===== src/logic/bm_params.svh =====
`ifndef BM_PARAMS_SVH
`define BM_PARAMS_SVH

// Datapath width and register file depth
`define BM_XLEN   32
`define BM_NREGS  32

// Subset enables (0 drops the subset from the decoder)
`define BM_ZBA_EN 1 // Address generation
`define BM_ZBB_EN 1 // Basic bit manipulation
`define BM_ZBS_EN 1 // Single-bit operations

`endif


===== src/logic/bm_pkg.sv =====
`default_nettype none

package bm_pkg;

  // Major opcodes
  localparam logic [6:0] OPCODE_OP    = 7'h33;
  localparam logic [6:0] OPCODE_OPIMM = 7'h13;

  // ALU operators
  typedef enum logic [4:0] {
    ALU_NOP,
    SH1ADD, SH2ADD, SH3ADD,             // Zba
    MIN, MINU, MAX, MAXU,               // Zbb compare
    ANDN, ORN, XNOR,                    // Zbb logic with negate
    ROL, ROR,                           // Zbb rotates
    ZEXT_H, SEXT_B, SEXT_H,             // Zbb extends
    CLZ, CTZ, CPOP,                     // Zbb counts
    ORC_B, REV8,                        // Zbb byte ops
    BSET, BCLR, BINV, BEXT              // Zbs
  } alu_op_e;

  // Operand B source
  typedef enum logic [1:0] {
    OP_B_REG,   // rs2
    OP_B_IMM,   // Shift amount from imm12
    OP_B_NONE   // Unary op
  } op_b_sel_e;

  // Decoder output, 12 bits
  typedef struct packed {
    logic      alu_en;
    alu_op_e   alu_op;
    op_b_sel_e op_b_sel;
    logic [1:0] rf_re;   // [0] rs1, [1] rs2
    logic      rf_we;
    logic      illegal;
  } dec_ctrl_t;

  localparam dec_ctrl_t DEC_CTRL_ILLEGAL = '{
    alu_en   : 1'b0,
    alu_op   : ALU_NOP,
    op_b_sel : OP_B_NONE,
    rf_re    : 2'b00,
    rf_we    : 1'b0,
    illegal  : 1'b1
  };

  // R-type view
  typedef struct packed {
    logic [6:0] funct7;
    logic [4:0] rs2;
    logic [4:0] rs1;
    logic [2:0] funct3;
    logic [4:0] rd;
    logic [6:0] opcode;
  } instr_r_t;

  // I-type view
  typedef struct packed {
    logic [11:0] imm12;
    logic [4:0]  rs1;
    logic [2:0]  funct3;
    logic [4:0]  rd;
    logic [6:0]  opcode;
  } instr_i_t;

  // One instruction word, two decodings
  typedef union packed {
    instr_r_t r;
    instr_i_t i;
  } instr_u;

endpackage

`default_nettype wire


===== src/logic/bm_alu.sv =====
`timescale 1ns/100ps
`default_nettype none
`include "bm_params.svh"

module bm_alu (
  input  bm_pkg::alu_op_e     alu_op_i,
  input  logic [`BM_XLEN-1:0] op_a_i,
  input  logic [`BM_XLEN-1:0] op_b_i,
  output logic [`BM_XLEN-1:0] result_o
);
  import bm_pkg::*;

  localparam int SW = $clog2(`BM_XLEN);     // Shift amount width
  localparam int CW = $clog2(`BM_XLEN) + 1; // Count width, must hold XLEN

  logic [SW-1:0]         shamt;
  logic [`BM_XLEN-1:0]   bit_mask;
  logic [2*`BM_XLEN-1:0] rol_w;
  logic [2*`BM_XLEN-1:0] ror_w;
  logic                  lt_s;
  logic                  lt_u;
  logic [CW-1:0]         clz_cnt;
  logic [CW-1:0]         ctz_cnt;
  logic [CW-1:0]         cpop_cnt;
  logic [`BM_XLEN-1:0]   orc_w;
  logic [`BM_XLEN-1:0]   rev_w;

  assign shamt    = op_b_i[SW-1:0];                 // Rotates and Zbs use low bits only
  assign bit_mask = `BM_XLEN'(1) << shamt;
  assign rol_w    = {op_a_i, op_a_i} << shamt;      // Upper half is the rotated word
  assign ror_w    = {op_a_i, op_a_i} >> shamt;      // Lower half
  assign lt_s     = $signed(op_a_i) < $signed(op_b_i);
  assign lt_u     = op_a_i < op_b_i;

  ////////////////////
  // Bit counts

  always_comb begin
    clz_cnt  = CW'(`BM_XLEN); // Zero input counts as all zeros
    ctz_cnt  = CW'(`BM_XLEN);
    cpop_cnt = '0;
    for (int i = 0; i < `BM_XLEN; i++) begin
      if (op_a_i[i]) begin
        clz_cnt = CW'(`BM_XLEN - 1 - i); // Highest set bit wins
      end
      cpop_cnt = cpop_cnt + CW'(op_a_i[i]);
    end
    for (int i = `BM_XLEN - 1; i >= 0; i--) begin
      if (op_a_i[i]) begin
        ctz_cnt = CW'(i);                // Lowest set bit wins
      end
    end
  end

  ////////////////////
  // Byte ops

  always_comb begin
    for (int b = 0; b < `BM_XLEN / 8; b++) begin
      orc_w[8*b +: 8] = {8{|op_a_i[8*b +: 8]}};        // Byte OR-combine
      rev_w[8*b +: 8] = op_a_i[`BM_XLEN-8-8*b +: 8];    // Byte swap
    end
  end

  ////////////////////
  // Result select

  always_comb begin
    unique case (alu_op_i)
      SH1ADD:  result_o = (op_a_i << 1) + op_b_i;
      SH2ADD:  result_o = (op_a_i << 2) + op_b_i;
      SH3ADD:  result_o = (op_a_i << 3) + op_b_i;
      MIN:     result_o = lt_s ? op_a_i : op_b_i;
      MINU:    result_o = lt_u ? op_a_i : op_b_i;
      MAX:     result_o = lt_s ? op_b_i : op_a_i;
      MAXU:    result_o = lt_u ? op_b_i : op_a_i;
      ANDN:    result_o = op_a_i & ~op_b_i;
      ORN:     result_o = op_a_i | ~op_b_i;
      XNOR:    result_o = ~(op_a_i ^ op_b_i);
      ROL:     result_o = rol_w[2*`BM_XLEN-1:`BM_XLEN];
      ROR:     result_o = ror_w[`BM_XLEN-1:0];
      ZEXT_H:  result_o = `BM_XLEN'(op_a_i[15:0]);
      SEXT_B:  result_o = `BM_XLEN'($signed(op_a_i[7:0]));  // Signed cast extends the sign
      SEXT_H:  result_o = `BM_XLEN'($signed(op_a_i[15:0]));
      CLZ:     result_o = `BM_XLEN'(clz_cnt);
      CTZ:     result_o = `BM_XLEN'(ctz_cnt);
      CPOP:    result_o = `BM_XLEN'(cpop_cnt);
      ORC_B:   result_o = orc_w;
      REV8:    result_o = rev_w;
      BSET:    result_o = op_a_i | bit_mask;
      BCLR:    result_o = op_a_i & ~bit_mask;
      BINV:    result_o = op_a_i ^ bit_mask;
      BEXT:    result_o = `BM_XLEN'(op_a_i[shamt]);
      default: result_o = '0; // ALU_NOP
    endcase
  end

endmodule : bm_alu

`default_nettype wire


===== src/logic/bm_core.sv =====
`timescale 1ns/100ps
`default_nettype none
`include "bm_params.svh"

module bm_core (
  input  logic                clk_i,
  input  logic                rst_n_i,
  input  logic                instr_valid_i,
  input  logic [31:0]         instr_i,
  input  logic                reg_we_i,     // Host preload
  input  logic [4:0]          reg_waddr_i,
  input  logic [`BM_XLEN-1:0] reg_wdata_i,
  output logic                wb_valid_o,   // Writeback pulse
  output logic [4:0]          wb_addr_o,
  output logic [`BM_XLEN-1:0] wb_data_o,
  output logic                illegal_o,
  output logic                busy_o
);
  import bm_pkg::*;

  instr_u              instr_w;
  dec_ctrl_t           dec_ctrl_w;
  logic [4:0]          raddr_a_w;
  logic [4:0]          raddr_b_w;
  logic [`BM_XLEN-1:0] rdata_a_w;
  logic [`BM_XLEN-1:0] rdata_b_w;
  logic                rf_we_w;
  logic [4:0]          rf_waddr_w;
  logic [`BM_XLEN-1:0] rf_wdata_w;
  alu_op_e             alu_op_w;
  logic [`BM_XLEN-1:0] op_a_w;
  logic [`BM_XLEN-1:0] op_b_w;
  logic [`BM_XLEN-1:0] result_w;

  bm_ctrl i_ctrl (
    .clk_i         (clk_i),
    .rst_n_i       (rst_n_i),
    .instr_valid_i (instr_valid_i),
    .instr_i       (instr_i),
    .reg_we_i      (reg_we_i),
    .reg_waddr_i   (reg_waddr_i),
    .reg_wdata_i   (reg_wdata_i),
    .instr_o       (instr_w),
    .dec_ctrl_i    (dec_ctrl_w),
    .raddr_a_o     (raddr_a_w),
    .raddr_b_o     (raddr_b_w),
    .rdata_a_i     (rdata_a_w),
    .rdata_b_i     (rdata_b_w),
    .rf_we_o       (rf_we_w),
    .rf_waddr_o    (rf_waddr_w),
    .rf_wdata_o    (rf_wdata_w),
    .alu_op_o      (alu_op_w),
    .op_a_o        (op_a_w),
    .op_b_o        (op_b_w),
    .result_i      (result_w),
    .wb_valid_o    (wb_valid_o),
    .wb_addr_o     (wb_addr_o),
    .wb_data_o     (wb_data_o),
    .illegal_o     (illegal_o),
    .busy_o        (busy_o)
  );

  bm_decoder i_decoder (
    .instr_i    (instr_w),
    .dec_ctrl_o (dec_ctrl_w)
  );

  bm_regfile i_regfile (
    .clk_i     (clk_i),
    .rst_n_i   (rst_n_i),
    .raddr_a_i (raddr_a_w),
    .raddr_b_i (raddr_b_w),
    .rdata_a_o (rdata_a_w),
    .rdata_b_o (rdata_b_w),
    .we_i      (rf_we_w),
    .waddr_i   (rf_waddr_w),
    .wdata_i   (rf_wdata_w)
  );

  bm_alu i_alu (
    .alu_op_i (alu_op_w),
    .op_a_i   (op_a_w),
    .op_b_i   (op_b_w),
    .result_o (result_w)
  );

endmodule : bm_core

`default_nettype wire


===== src/logic/bm_ctrl.sv =====
`timescale 1ns/100ps
`default_nettype none
`include "bm_params.svh"

module bm_ctrl (
  input  logic                clk_i,
  input  logic                rst_n_i,
  // Host side
  input  logic                instr_valid_i,
  input  logic [31:0]         instr_i,
  input  logic                reg_we_i,
  input  logic [4:0]          reg_waddr_i,
  input  logic [`BM_XLEN-1:0] reg_wdata_i,
  // Decoder
  output bm_pkg::instr_u      instr_o,
  input  bm_pkg::dec_ctrl_t   dec_ctrl_i,
  // Register file
  output logic [4:0]          raddr_a_o,
  output logic [4:0]          raddr_b_o,
  input  logic [`BM_XLEN-1:0] rdata_a_i,
  input  logic [`BM_XLEN-1:0] rdata_b_i,
  output logic                rf_we_o,
  output logic [4:0]          rf_waddr_o,
  output logic [`BM_XLEN-1:0] rf_wdata_o,
  // ALU
  output bm_pkg::alu_op_e     alu_op_o,
  output logic [`BM_XLEN-1:0] op_a_o,
  output logic [`BM_XLEN-1:0] op_b_o,
  input  logic [`BM_XLEN-1:0] result_i,
  // Writeback and status
  output logic                wb_valid_o,
  output logic [4:0]          wb_addr_o,
  output logic [`BM_XLEN-1:0] wb_data_o,
  output logic                illegal_o,
  output logic                busy_o
);
  import bm_pkg::*;

  typedef enum logic [1:0] {ST_IDLE, ST_EXEC, ST_WB} state_e;

  state_e              state_q;
  instr_u              instr_q;   // Held until WB for rd
  logic [`BM_XLEN-1:0] result_q;
  logic                we_q;      // Decoded rf_we, registered in EXEC
  logic                illegal_q;
  logic                wb_phase;

  ////////////////////
  // FSM

  always_ff @(posedge clk_i or negedge rst_n_i) begin
    if (!rst_n_i) begin
      state_q   <= ST_IDLE;
      we_q      <= 1'b0;
      illegal_q <= 1'b0;
    end else begin
      unique case (state_q)
        ST_IDLE: begin
          if (instr_valid_i) begin
            state_q <= ST_EXEC;
          end
        end
        ST_EXEC: begin
          state_q   <= ST_WB;
          we_q      <= dec_ctrl_i.rf_we;
          illegal_q <= dec_ctrl_i.illegal;
        end
        default: state_q <= ST_IDLE; // WB always returns to idle
      endcase
    end
  end

  // Payload
  always_ff @(posedge clk_i) begin
    if ((state_q == ST_IDLE) && instr_valid_i) begin
      instr_q <= instr_i;
    end
    if (state_q == ST_EXEC) begin
      result_q <= result_i;
    end
  end

  ////////////////////
  // Operands

  assign instr_o   = instr_q;
  assign raddr_a_o = dec_ctrl_i.rf_re[0] ? instr_q.r.rs1 : 5'd0; // Unused port parks on x0
  assign raddr_b_o = dec_ctrl_i.rf_re[1] ? instr_q.r.rs2 : 5'd0;
  assign alu_op_o  = dec_ctrl_i.alu_en ? dec_ctrl_i.alu_op : ALU_NOP;
  assign op_a_o    = rdata_a_i;

  always_comb begin
    unique case (dec_ctrl_i.op_b_sel)
      OP_B_REG: op_b_o = rdata_b_i;
      OP_B_IMM: op_b_o = `BM_XLEN'(instr_q.i.imm12[4:0]); // shamt, zero-extended
      default:  op_b_o = '0;
    endcase
  end

  ////////////////////
  // Writeback and write port arbitration

  assign wb_phase   = (state_q == ST_WB);
  assign busy_o     = (state_q != ST_IDLE);
  assign wb_valid_o = wb_phase & we_q;
  assign illegal_o  = wb_phase & illegal_q;
  assign wb_addr_o  = instr_q.r.rd;
  assign wb_data_o  = result_q;

  // Host writes only when idle, so the two never collide
  assign rf_we_o    = wb_phase ? we_q : (!busy_o & reg_we_i);
  assign rf_waddr_o = wb_phase ? instr_q.r.rd : reg_waddr_i;
  assign rf_wdata_o = wb_phase ? result_q : reg_wdata_i;

endmodule : bm_ctrl

`default_nettype wire


===== src/logic/bm_decoder.sv =====
`timescale 1ns/100ps
`default_nettype none
`include "bm_params.svh"

module bm_decoder (
  input  bm_pkg::instr_u    instr_i,
  output bm_pkg::dec_ctrl_t dec_ctrl_o
);
  import bm_pkg::*;

  logic ext_ok; // Match found and its subset is built in

  always_comb begin
    dec_ctrl_o         = DEC_CTRL_ILLEGAL;
    dec_ctrl_o.illegal = 1'b0;
    ext_ok             = 1'b0;

    unique case (instr_i.r.opcode) // Opcode sits at the same place in both views
      OPCODE_OP: begin
        dec_ctrl_o.alu_en   = 1'b1;
        dec_ctrl_o.op_b_sel = OP_B_REG;
        dec_ctrl_o.rf_re    = 2'b11;
        dec_ctrl_o.rf_we    = 1'b1;

        unique case ({instr_i.r.funct7, instr_i.r.funct3})
          {7'b0010000, 3'b010}: dec_ctrl_o.alu_op = SH1ADD;
          {7'b0010000, 3'b100}: dec_ctrl_o.alu_op = SH2ADD;
          {7'b0010000, 3'b110}: dec_ctrl_o.alu_op = SH3ADD;
          {7'b0000101, 3'b100}: dec_ctrl_o.alu_op = MIN;
          {7'b0000101, 3'b101}: dec_ctrl_o.alu_op = MINU;
          {7'b0000101, 3'b110}: dec_ctrl_o.alu_op = MAX;
          {7'b0000101, 3'b111}: dec_ctrl_o.alu_op = MAXU;
          {7'b0100000, 3'b111}: dec_ctrl_o.alu_op = ANDN;
          {7'b0100000, 3'b110}: dec_ctrl_o.alu_op = ORN;
          {7'b0100000, 3'b100}: dec_ctrl_o.alu_op = XNOR;
          {7'b0110000, 3'b001}: dec_ctrl_o.alu_op = ROL;
          {7'b0110000, 3'b101}: dec_ctrl_o.alu_op = ROR;
          {7'b0000100, 3'b100}: dec_ctrl_o.alu_op = ZEXT_H;   // Encoded as pack with rs2 = x0
          {7'b0010100, 3'b001}: dec_ctrl_o.alu_op = BSET;
          {7'b0100100, 3'b001}: dec_ctrl_o.alu_op = BCLR;
          {7'b0110100, 3'b001}: dec_ctrl_o.alu_op = BINV;
          {7'b0100100, 3'b101}: dec_ctrl_o.alu_op = BEXT;
          default:              dec_ctrl_o.alu_op = ALU_NOP;  // No match
        endcase

        // zext.h reads only rs1
        if (dec_ctrl_o.alu_op == ZEXT_H) begin
          dec_ctrl_o.op_b_sel = OP_B_NONE;
          dec_ctrl_o.rf_re[1] = 1'b0;
          if (instr_i.r.rs2 != 5'd0) begin
            dec_ctrl_o.alu_op = ALU_NOP; // rs2 field must be x0
          end
        end
      end

      OPCODE_OPIMM: begin
        dec_ctrl_o.alu_en = 1'b1;
        dec_ctrl_o.rf_re  = 2'b01; // rs1 only
        dec_ctrl_o.rf_we  = 1'b1;

        // imm12[4:0] is rs2 for unary ops and shamt otherwise
        unique casez ({instr_i.i.imm12, instr_i.i.funct3})
          {7'b0110000, 5'b00000, 3'b001}: dec_ctrl_o.alu_op = CLZ;
          {7'b0110000, 5'b00001, 3'b001}: dec_ctrl_o.alu_op = CTZ;
          {7'b0110000, 5'b00010, 3'b001}: dec_ctrl_o.alu_op = CPOP;
          {7'b0110000, 5'b00100, 3'b001}: dec_ctrl_o.alu_op = SEXT_B;
          {7'b0110000, 5'b00101, 3'b001}: dec_ctrl_o.alu_op = SEXT_H;
          {7'b0010100, 5'b00111, 3'b101}: dec_ctrl_o.alu_op = ORC_B;
          {7'b0110100, 5'b11000, 3'b101}: dec_ctrl_o.alu_op = REV8;
          {7'b0110000, 5'b?????, 3'b101}: dec_ctrl_o.alu_op = ROR;   // rori
          {7'b0010100, 5'b?????, 3'b001}: dec_ctrl_o.alu_op = BSET;  // bseti
          {7'b0100100, 5'b?????, 3'b001}: dec_ctrl_o.alu_op = BCLR;  // bclri
          {7'b0110100, 5'b?????, 3'b001}: dec_ctrl_o.alu_op = BINV;  // binvi
          {7'b0100100, 5'b?????, 3'b101}: dec_ctrl_o.alu_op = BEXT;  // bexti
          default:                        dec_ctrl_o.alu_op = ALU_NOP;
        endcase

        // Shift-amount forms take the immediate, the rest are unary
        dec_ctrl_o.op_b_sel = (dec_ctrl_o.alu_op inside {ROR, BSET, BCLR, BINV, BEXT}) ?
                              OP_B_IMM : OP_B_NONE;
      end

      default: dec_ctrl_o.alu_op = ALU_NOP; // Not a B-extension opcode
    endcase

    // Subset gating
    if (dec_ctrl_o.alu_op inside {SH1ADD, SH2ADD, SH3ADD}) begin
      ext_ok = (`BM_ZBA_EN != 0);
    end else if (dec_ctrl_o.alu_op inside {BSET, BCLR, BINV, BEXT}) begin
      ext_ok = (`BM_ZBS_EN != 0);
    end else if (dec_ctrl_o.alu_op != ALU_NOP) begin
      ext_ok = (`BM_ZBB_EN != 0);
    end

    if (!ext_ok) begin
      dec_ctrl_o = DEC_CTRL_ILLEGAL; // Unknown or disabled
    end
  end

endmodule : bm_decoder

`default_nettype wire


===== src/logic/bm_regfile.sv =====
`timescale 1ns/100ps
`default_nettype none
`include "bm_params.svh"

module bm_regfile (
  input  logic                clk_i,
  input  logic                rst_n_i,
  // Read ports
  input  logic [4:0]          raddr_a_i,
  input  logic [4:0]          raddr_b_i,
  output logic [`BM_XLEN-1:0] rdata_a_o,
  output logic [`BM_XLEN-1:0] rdata_b_o,
  // Write port
  input  logic                we_i,
  input  logic [4:0]          waddr_i,
  input  logic [`BM_XLEN-1:0] wdata_i
);

  logic [`BM_XLEN-1:0] regs_q [1:`BM_NREGS-1]; // x0 has no storage

  always_ff @(posedge clk_i or negedge rst_n_i) begin
    if (!rst_n_i) begin
      for (int i = 1; i < `BM_NREGS; i++) begin
        regs_q[i] <= '0;
      end
    end else if (we_i && (waddr_i != 5'd0)) begin // Writes to x0 dropped
      regs_q[waddr_i] <= wdata_i;
    end
  end

  // Combinational reads, x0 hardwired
  assign rdata_a_o = (raddr_a_i == 5'd0) ? '0 : regs_q[raddr_a_i];
  assign rdata_b_o = (raddr_b_i == 5'd0) ? '0 : regs_q[raddr_b_i];

endmodule : bm_regfile

`default_nettype wire


===== config.mk =====
export PLATFORM = sky130hd
export DESIGN_NAME = bm_core
export DESIGN_NICKNAME = d
export VERILOG_FILES = /design/src/logic/bm_pkg.sv /design/src/logic/bm_alu.sv /design/src/logic/bm_core.sv /design/src/logic/bm_ctrl.sv /design/src/logic/bm_decoder.sv /design/src/logic/bm_regfile.sv
export VERILOG_INCLUDE_DIRS = /design/src /design/src/logic
export SDC_FILE = /design/constraint.sdc
export NUM_CORES = 2
export LEC_CHECK = 0
export ABC_AREA = 1
export BUFFER_PORTS_ARGS = -buffer_cell sky130_fd_sc_hd__buf_2
export CAP_MARGIN = 25
export CELL_PAD_IN_SITES_DETAIL_PLACEMENT = 1
export CELL_PAD_IN_SITES_GLOBAL_PLACEMENT = 1
export CORE_ASPECT_RATIO = 1.5
export CORE_MARGIN = 3
export CORE_UTILIZATION = 46
export DETAILED_ROUTE_END_ITERATION = 10
export PLACE_DENSITY_LB_ADDON = 0.1
export SYNTH_ARGS = -nofsm -noshare
export SYNTH_HDL_FRONTEND = slang
export SYNTH_HIERARCHICAL = 1
export SYNTH_SLANG_ARGS = --single-unit

===== constraint.sdc =====
create_clock -name clk_i -period 8.85 [get_ports clk_i]
set_input_delay 1.77 -clock clk_i [delete_from_list [all_inputs] [get_ports clk_i]]
set_output_delay 1.77 -clock clk_i [all_outputs]
set_load 0.1 [all_outputs]

## Yosys cells after proc, flatten, opt, wreduce, memory -nomap -nowiden

Index checks and enable logic that the tools add are counted.
Widths: inputs -> output; s select.

- Register bits after elaboration: 1060
- Output and inout bits: 40

- Add/subtract/negate cells: 34
- Order comparisons: 7
- Equal/unequal tests: 67
- Shift operators: 3
- Mux-type cells: 105
- Bitwise operators: 15
- Reductions and logical operators: 20

Operators with widths:

| kind | count |
|---|---|
| $bwmux 992 | 1 |
| $pmux 32 s24 | 1 |
| $mux 32 | 12 |
| $mux 6 | 64 |
| $bmux 32 s5 | 2 |
| $add 6x1->6 | 30 |
| $demux 32 s5 | 1 |
| $add 32x32->32 | 3 |
| $not 32->32 | 3 |
| $eq 15x14->1 const B | 6 |
| $eq 5x5->1 const B | 17 |
| $pmux 5 s17 | 1 |
| $eq 10x9->1 const B | 8 |
| $and 32x32->32 | 2 |
| $lt 32x32->1 | 2 |
| $or 32x32->32 | 2 |
| $pmux 32 s2 | 1 |
| $shl 64x5->64 | 1 |
| $shr 64x5->32 | 1 |
| $xor 32x32->32 | 2 |
| $pmux 5 s12 | 1 |
| $eq 10x6->1 const B | 5 |
| $eq 5x4->1 const B | 10 |
| $eq 10x8->1 const B | 4 |
| 34 further kinds | 71 |

## Longest topological paths before layout

- Depth in word-level cells: 50
- Mapped depth: 62
- Gate-level depth less buffers: 55

## Cells and area by module

The synthesis kept the hierarchy.

By module, submodules not included:

| module | instances | cells each | area each (um^2) | sequential area each (um^2) |
|---|---|---|---|---|
| bm_regfile | 1 | 8850 | 58079.5 | 24823.8 |
| bm_alu | 1 | 2572 | 14264.9 | 0.0 |
| bm_ctrl | 1 | 354 | 3355.7 | 2021.9 |
| bm_decoder | 1 | 220 | 1086.0 | 0.0 |

## Worst setup path after synthesis

OpenSTA, ideal clock, no wires.

- Path kind: reg-to-reg
- Start point: register i_ctrl.instr_q (netlist bit i_ctrl/instr_o[31])
- End point: register i_ctrl.result_q[4] (netlist: i_ctrl/wb_data_o[4]), data pin
- Library setup time: 275 ps
- Data arrival time: 7911 ps
- Setup slack: 664 ps
- Stages on the path, launching flop included: 49
- Buffers on the path: 6
- Period minus slack after synthesis: 8186 ps
- Cell sequence: edfxtp_1 > nor2_2 > nand3_1 > nor2_2 > inv_2 > a21oi_2 > nor2_2 > a21oi_2 > nand2_2 > nor2_4 > nand2_2 > buf_4 > nand2_1 > inv_1 > clkbuf_1 > inv_1 > clkbuf_1 > clkbuf_1 > [... 13 more ...] > inv_1 > fa_1 > fa_1 > fa_1 > inv_1 > ha_1 > fa_1 > nand2_1 > nand2_1 > a21oi_1 > xor2_1 > o311ai_0 > nor2_1 > o2111ai_1 > nor2_1 > o21ai_0 > a21oi_1 > o221ai_1

RTL lines:

| what | line | text |
|---|---|---|
| start, declared | bm_ctrl.sv:42 | `instr_u instr_q;` |
| start signal, assigned | bm_ctrl.sv:76 | `instr_q <= instr_i;` |
| end signal, assigned | bm_ctrl.sv:79 | `result_q <= result_i;` |
| end, declared | bm_ctrl.sv:43 | `` logic [`BM_XLEN-1:0] result_q; `` |

==> impl_metrics.env <==
export IMPL_setup_tns_final_ns=0
export IMPL_port_buffers=112
export IMPL_synth_ff_type="dfrtp_1"
export IMPL_hold_viol_final=0
export IMPL_yosysTopAreaCell="dfrtp_1"
export IMPL_max_freq_mhz=113
export IMPL_grt_first_pass_wirelength_mm=620
export IMPL_synth_nets=12200
export IMPL_hpwl_mm=295
export IMPL_drive_gt1_share_pct=11.2
export IMPL_min_from="i_regfile/regs_q[218]$_DFFE_PN0P_"
export IMPL_antenna_found_initial=14
export IMPL_crit_start="i_ctrl/instr_o[13]$_DFFE_PP_"
export IMPL_wl_mm=437
export IMPL_worst_pin_slew_ns=1.26
export IMPL_cts_htree_levels=3
export IMPL_dieArea_um2=172000
export IMPL_r2r_start="i_ctrl/instr_o[13]$_DFFE_PP_"
export IMPL_area_growth_pct=13.4
export IMPL_globalRouteOverflowTotal=0
export IMPL_startpoint_type="flop"
export IMPL_insertion_delay_ns=0.80
export IMPL_critPathRequiredTime_ns=9.37
export IMPL_synth_edff_count=64
export IMPL_cap_viol_max_count=0
export IMPL_cts_tree="built"
export IMPL_grt_busiest_layer="met2"
export IMPL_synth_warnings=6
export IMPL_numCtsBuffers=110
export IMPL_initialDrtViolationCount=10200
export IMPL_ant_nets=0
export IMPL_critical_path_peak_fanout=8
export IMPL_synth_top_area_share_pct=32.5
export IMPL_yosys_cell_types_count=77
export IMPL_pin_count=113
export IMPL_syn_inst=12000
export IMPL_cpMaxStageDelayCell="fa_2"
export IMPL_core_um2=166000
export IMPL_stdcell_count=14400
export IMPL_die_w_um=340
export IMPL_gr_usage_met1_pct=52.6
export IMPL_critPathKind="reg2reg"
export IMPL_skew_ns=0.0338
export IMPL_synth_seq_area_share_pct=35.0
export IMPL_hold_buffers=0
export IMPL_synth_ff_latch_count=1060
export IMPL_setup_ws_ns=0.0180
export IMPL_path_clk_slew_ns=0.07
export IMPL_grtUsageMet3_pct=12.5
export IMPL_gr_usage_met2_pct=75.5
export IMPL_drc_errors=0
export IMPL_wl_per_cell_um=30.3
export IMPL_vias=91500
export IMPL_post_route_min_period_ns=8.83
export IMPL_hold_class="reg2reg"
export IMPL_final_nets=12300
export IMPL_grt_total_usage_pct=48.6
export IMPL_start_util_pct=46.3
export IMPL_peakVddDrop_v=0.000172
export IMPL_endpoint_kind="flop"
export IMPL_critical_path_arrival_ns=9.35
export IMPL_cts_sinks=1060
export IMPL_async_flop_share_pct=94.0
export IMPL_cts_buffer_depth=3
export IMPL_cellLeakagePower_nw=43.0
export IMPL_pre_cts_ws_ns=-0.285
export IMPL_postSynthAreaPerCell_um2=6.40
export IMPL_via_per_inst=6.36
export IMPL_cts_root_buf="clkbuf_16"
export IMPL_period_share_pct=99.8
export IMPL_synth_area_leaders="dfrtp_1, nand2_1, nand3_1"
export IMPL_rows=183
export IMPL_grt_setup_unrepaired="true"
export IMPL_status="finished, final reports clean"
export IMPL_die_h_um=506
export IMPL_slew_limit_headroom_pct=16.0
export IMPL_gp_congestion=1.07
export IMPL_maxSlewViolCount=0
export IMPL_placed_cells=14100
export IMPL_power_density_nw_per_um2=193
export IMPL_synth_area_um2=76800
export IMPL_setup_violations=0
export IMPL_max_stage_delay_ns=0.56
export IMPL_grt_pass1_vias=93300
export IMPL_grt_max_degree=177
export IMPL_dr_pass1_iters=8
export IMPL_cpMostUsedCell="nand2_2"
## stage by stage
stage          util (%)  hold WS (ns)  power, W  cell area (um2)
2_1_floorplan         -         0.442    0.0101            76800
6_report           52.5         0.470    0.0168            87100
4_1_cts            51.8         0.474    0.0166            85900
3_5_place_dp       49.4         0.458    0.0115            81900
5_1_grt            52.5         0.485    0.0177            87100
3_3_place_gp       49.4         0.453    0.0112            81900
## layer usage
| metal | up-vias | wire length [um] |
|---|---|---|
| met5 | - | 88 |
| met4 | 16 | 53900 |
| met3 | 2384 | 45600 |
| met2 | 5931 | 191000 |
| met1 | 44700 | 146000 |
| li1 | 38500 | - |
## Yosys cell counts (32+ instances only)
cell type	instances
buf_4	135
buf_1	77
buf_2	165
a21oi_1	584
edfxtp_1	64
dfrtp_1	996
nand2_1	4951
o21ai_0	579
inv_2	33
buf_6	34
nand4_1	44
o21ai_1	153
ha_1	128
nand3_1	1649
nor2_1	378
clkbuf_1	458
inv_1	985
nor2_4	32
nand2_2	36
nor3_1	32
mux2i_1	48
## worst paths after layout
path	slack, ns	endpoint	cells after the start
worst max-delay path	0.02	i_ctrl/wb_data_o[4]$_DFFE_PN_	48
worst min-delay path	0.47	i_regfile/regs_q[218]$_DFFE_PN0P_	2
worst max register to register	0.02	i_ctrl/wb_data_o[4]$_DFFE_PN_	48
worst min register to register	0.47	i_regfile/regs_q[218]$_DFFE_PN0P_	2
max in group asynchronous	5.98	i_regfile/regs_q[511]$_DFFE_PN0P_	3
min in group asynchronous	0.97	i_regfile/regs_q[826]$_DFFE_PN0P_	1
## cell families after synthesis
| kind of cell | after synthesis | share of synthesized area (%) |
|---|---|---|
| AOI/OAI and AO/OA | 1580 | 11.4 |
| xor gates and xnor gates | 24 | 0.274 |
| muxes | 48 | 0.626 |
| and+or+nand+nor | 7222 | 39.3 |
| buffers and inverters | 1907 | 10.6 |
| adders and majority gates | 155 | 2.79 |
| DFF | 1060 | 35.0 |
## layout make-up
class / count / area [um2]
clock buffers: 155 / 3120
repair buffers: 839 / 7410
well taps: 2220 / 2780
fillers: 22300 / 78700
inverters: 1033 / 4020
diodes: 7 / 17.5
flip-flops and latches: 1060 / 26800
multi-input cells: 9029 / 42200
clock inverters: 52 / 661
## critical path: cells and delay by family, from the launching register on
family | cells | cell delay (ns)
adders and majority gates | 8 | 3.61
DFF | 1 | 0.50
and+or+nand+nor | 23 | 2.43
buffers and inverters | 10 | 1.05
AOI/OAI and AO/OA | 6 | 0.72
xor gates and xnor gates | 1 | 0.20
## where the power goes
group | internal, W | switching (W)
clock network | 0.00277 | 0.00230
logic | 0.00135 | 0.00282
registers | 0.00640 | 0.00118
total | 0.0105 | 0.00629
## repair_timing
action / 4_1_cts / 5_1_grt
pin swaps: 5 / 38
endpoints found under the setup margin: 6 / 12
gates resized for setup: 15 / 126
gates cloned: 2 / 11
setup buffers: 13 / 36
hold endpoints to repair: 0 / 0
## flip-flops by register name, indices dropped and copies added, names as in the netlist
signal / flops
i_ctrl/wb_data_o: 32
i_ctrl/state_q: 2
i_ctrl/illegal_q: 1
i_ctrl/we_q: 1
i_regfile/regs_q: 992
i_ctrl/instr_o: 32
## placed cells by master (no fill, tap or decap), types with 22 or more instances in the layout
cell type / netlist / routed
nand2_1: 4951 / 4917
nand3_1: 1649 / 1630
dfrtp_1: 996 / 995
inv_1: 985 / 960
buf_4: 135 / 613
o21ai_0: 579 / 576
a21oi_1: 584 / 574
nor2_1: 378 / 360
o21ai_1: 153 / 155
ha_1: 128 / 127
clkbuf_16: 0 / 122
buf_2: 165 / 111
buf_12: 0 / 75
edfxtp_1: 64 / 64
nand2_2: 36 / 59
mux2i_1: 48 / 48
nand4_1: 44 / 44
inv_2: 33 / 42
nor2_4: 32 / 41
nor3_1: 32 / 32
nor2_2: 21 / 30
o221ai_1: 29 / 29
clkbuf_1: 458 / 27
a21oi_2: 17 / 27
o211ai_1: 26 / 26
o2111ai_1: 26 / 25
nand2_4: 14 / 23
or2_2: 22 / 22
fa_1: 27 / 22
(Power assumes the default switching activity.)
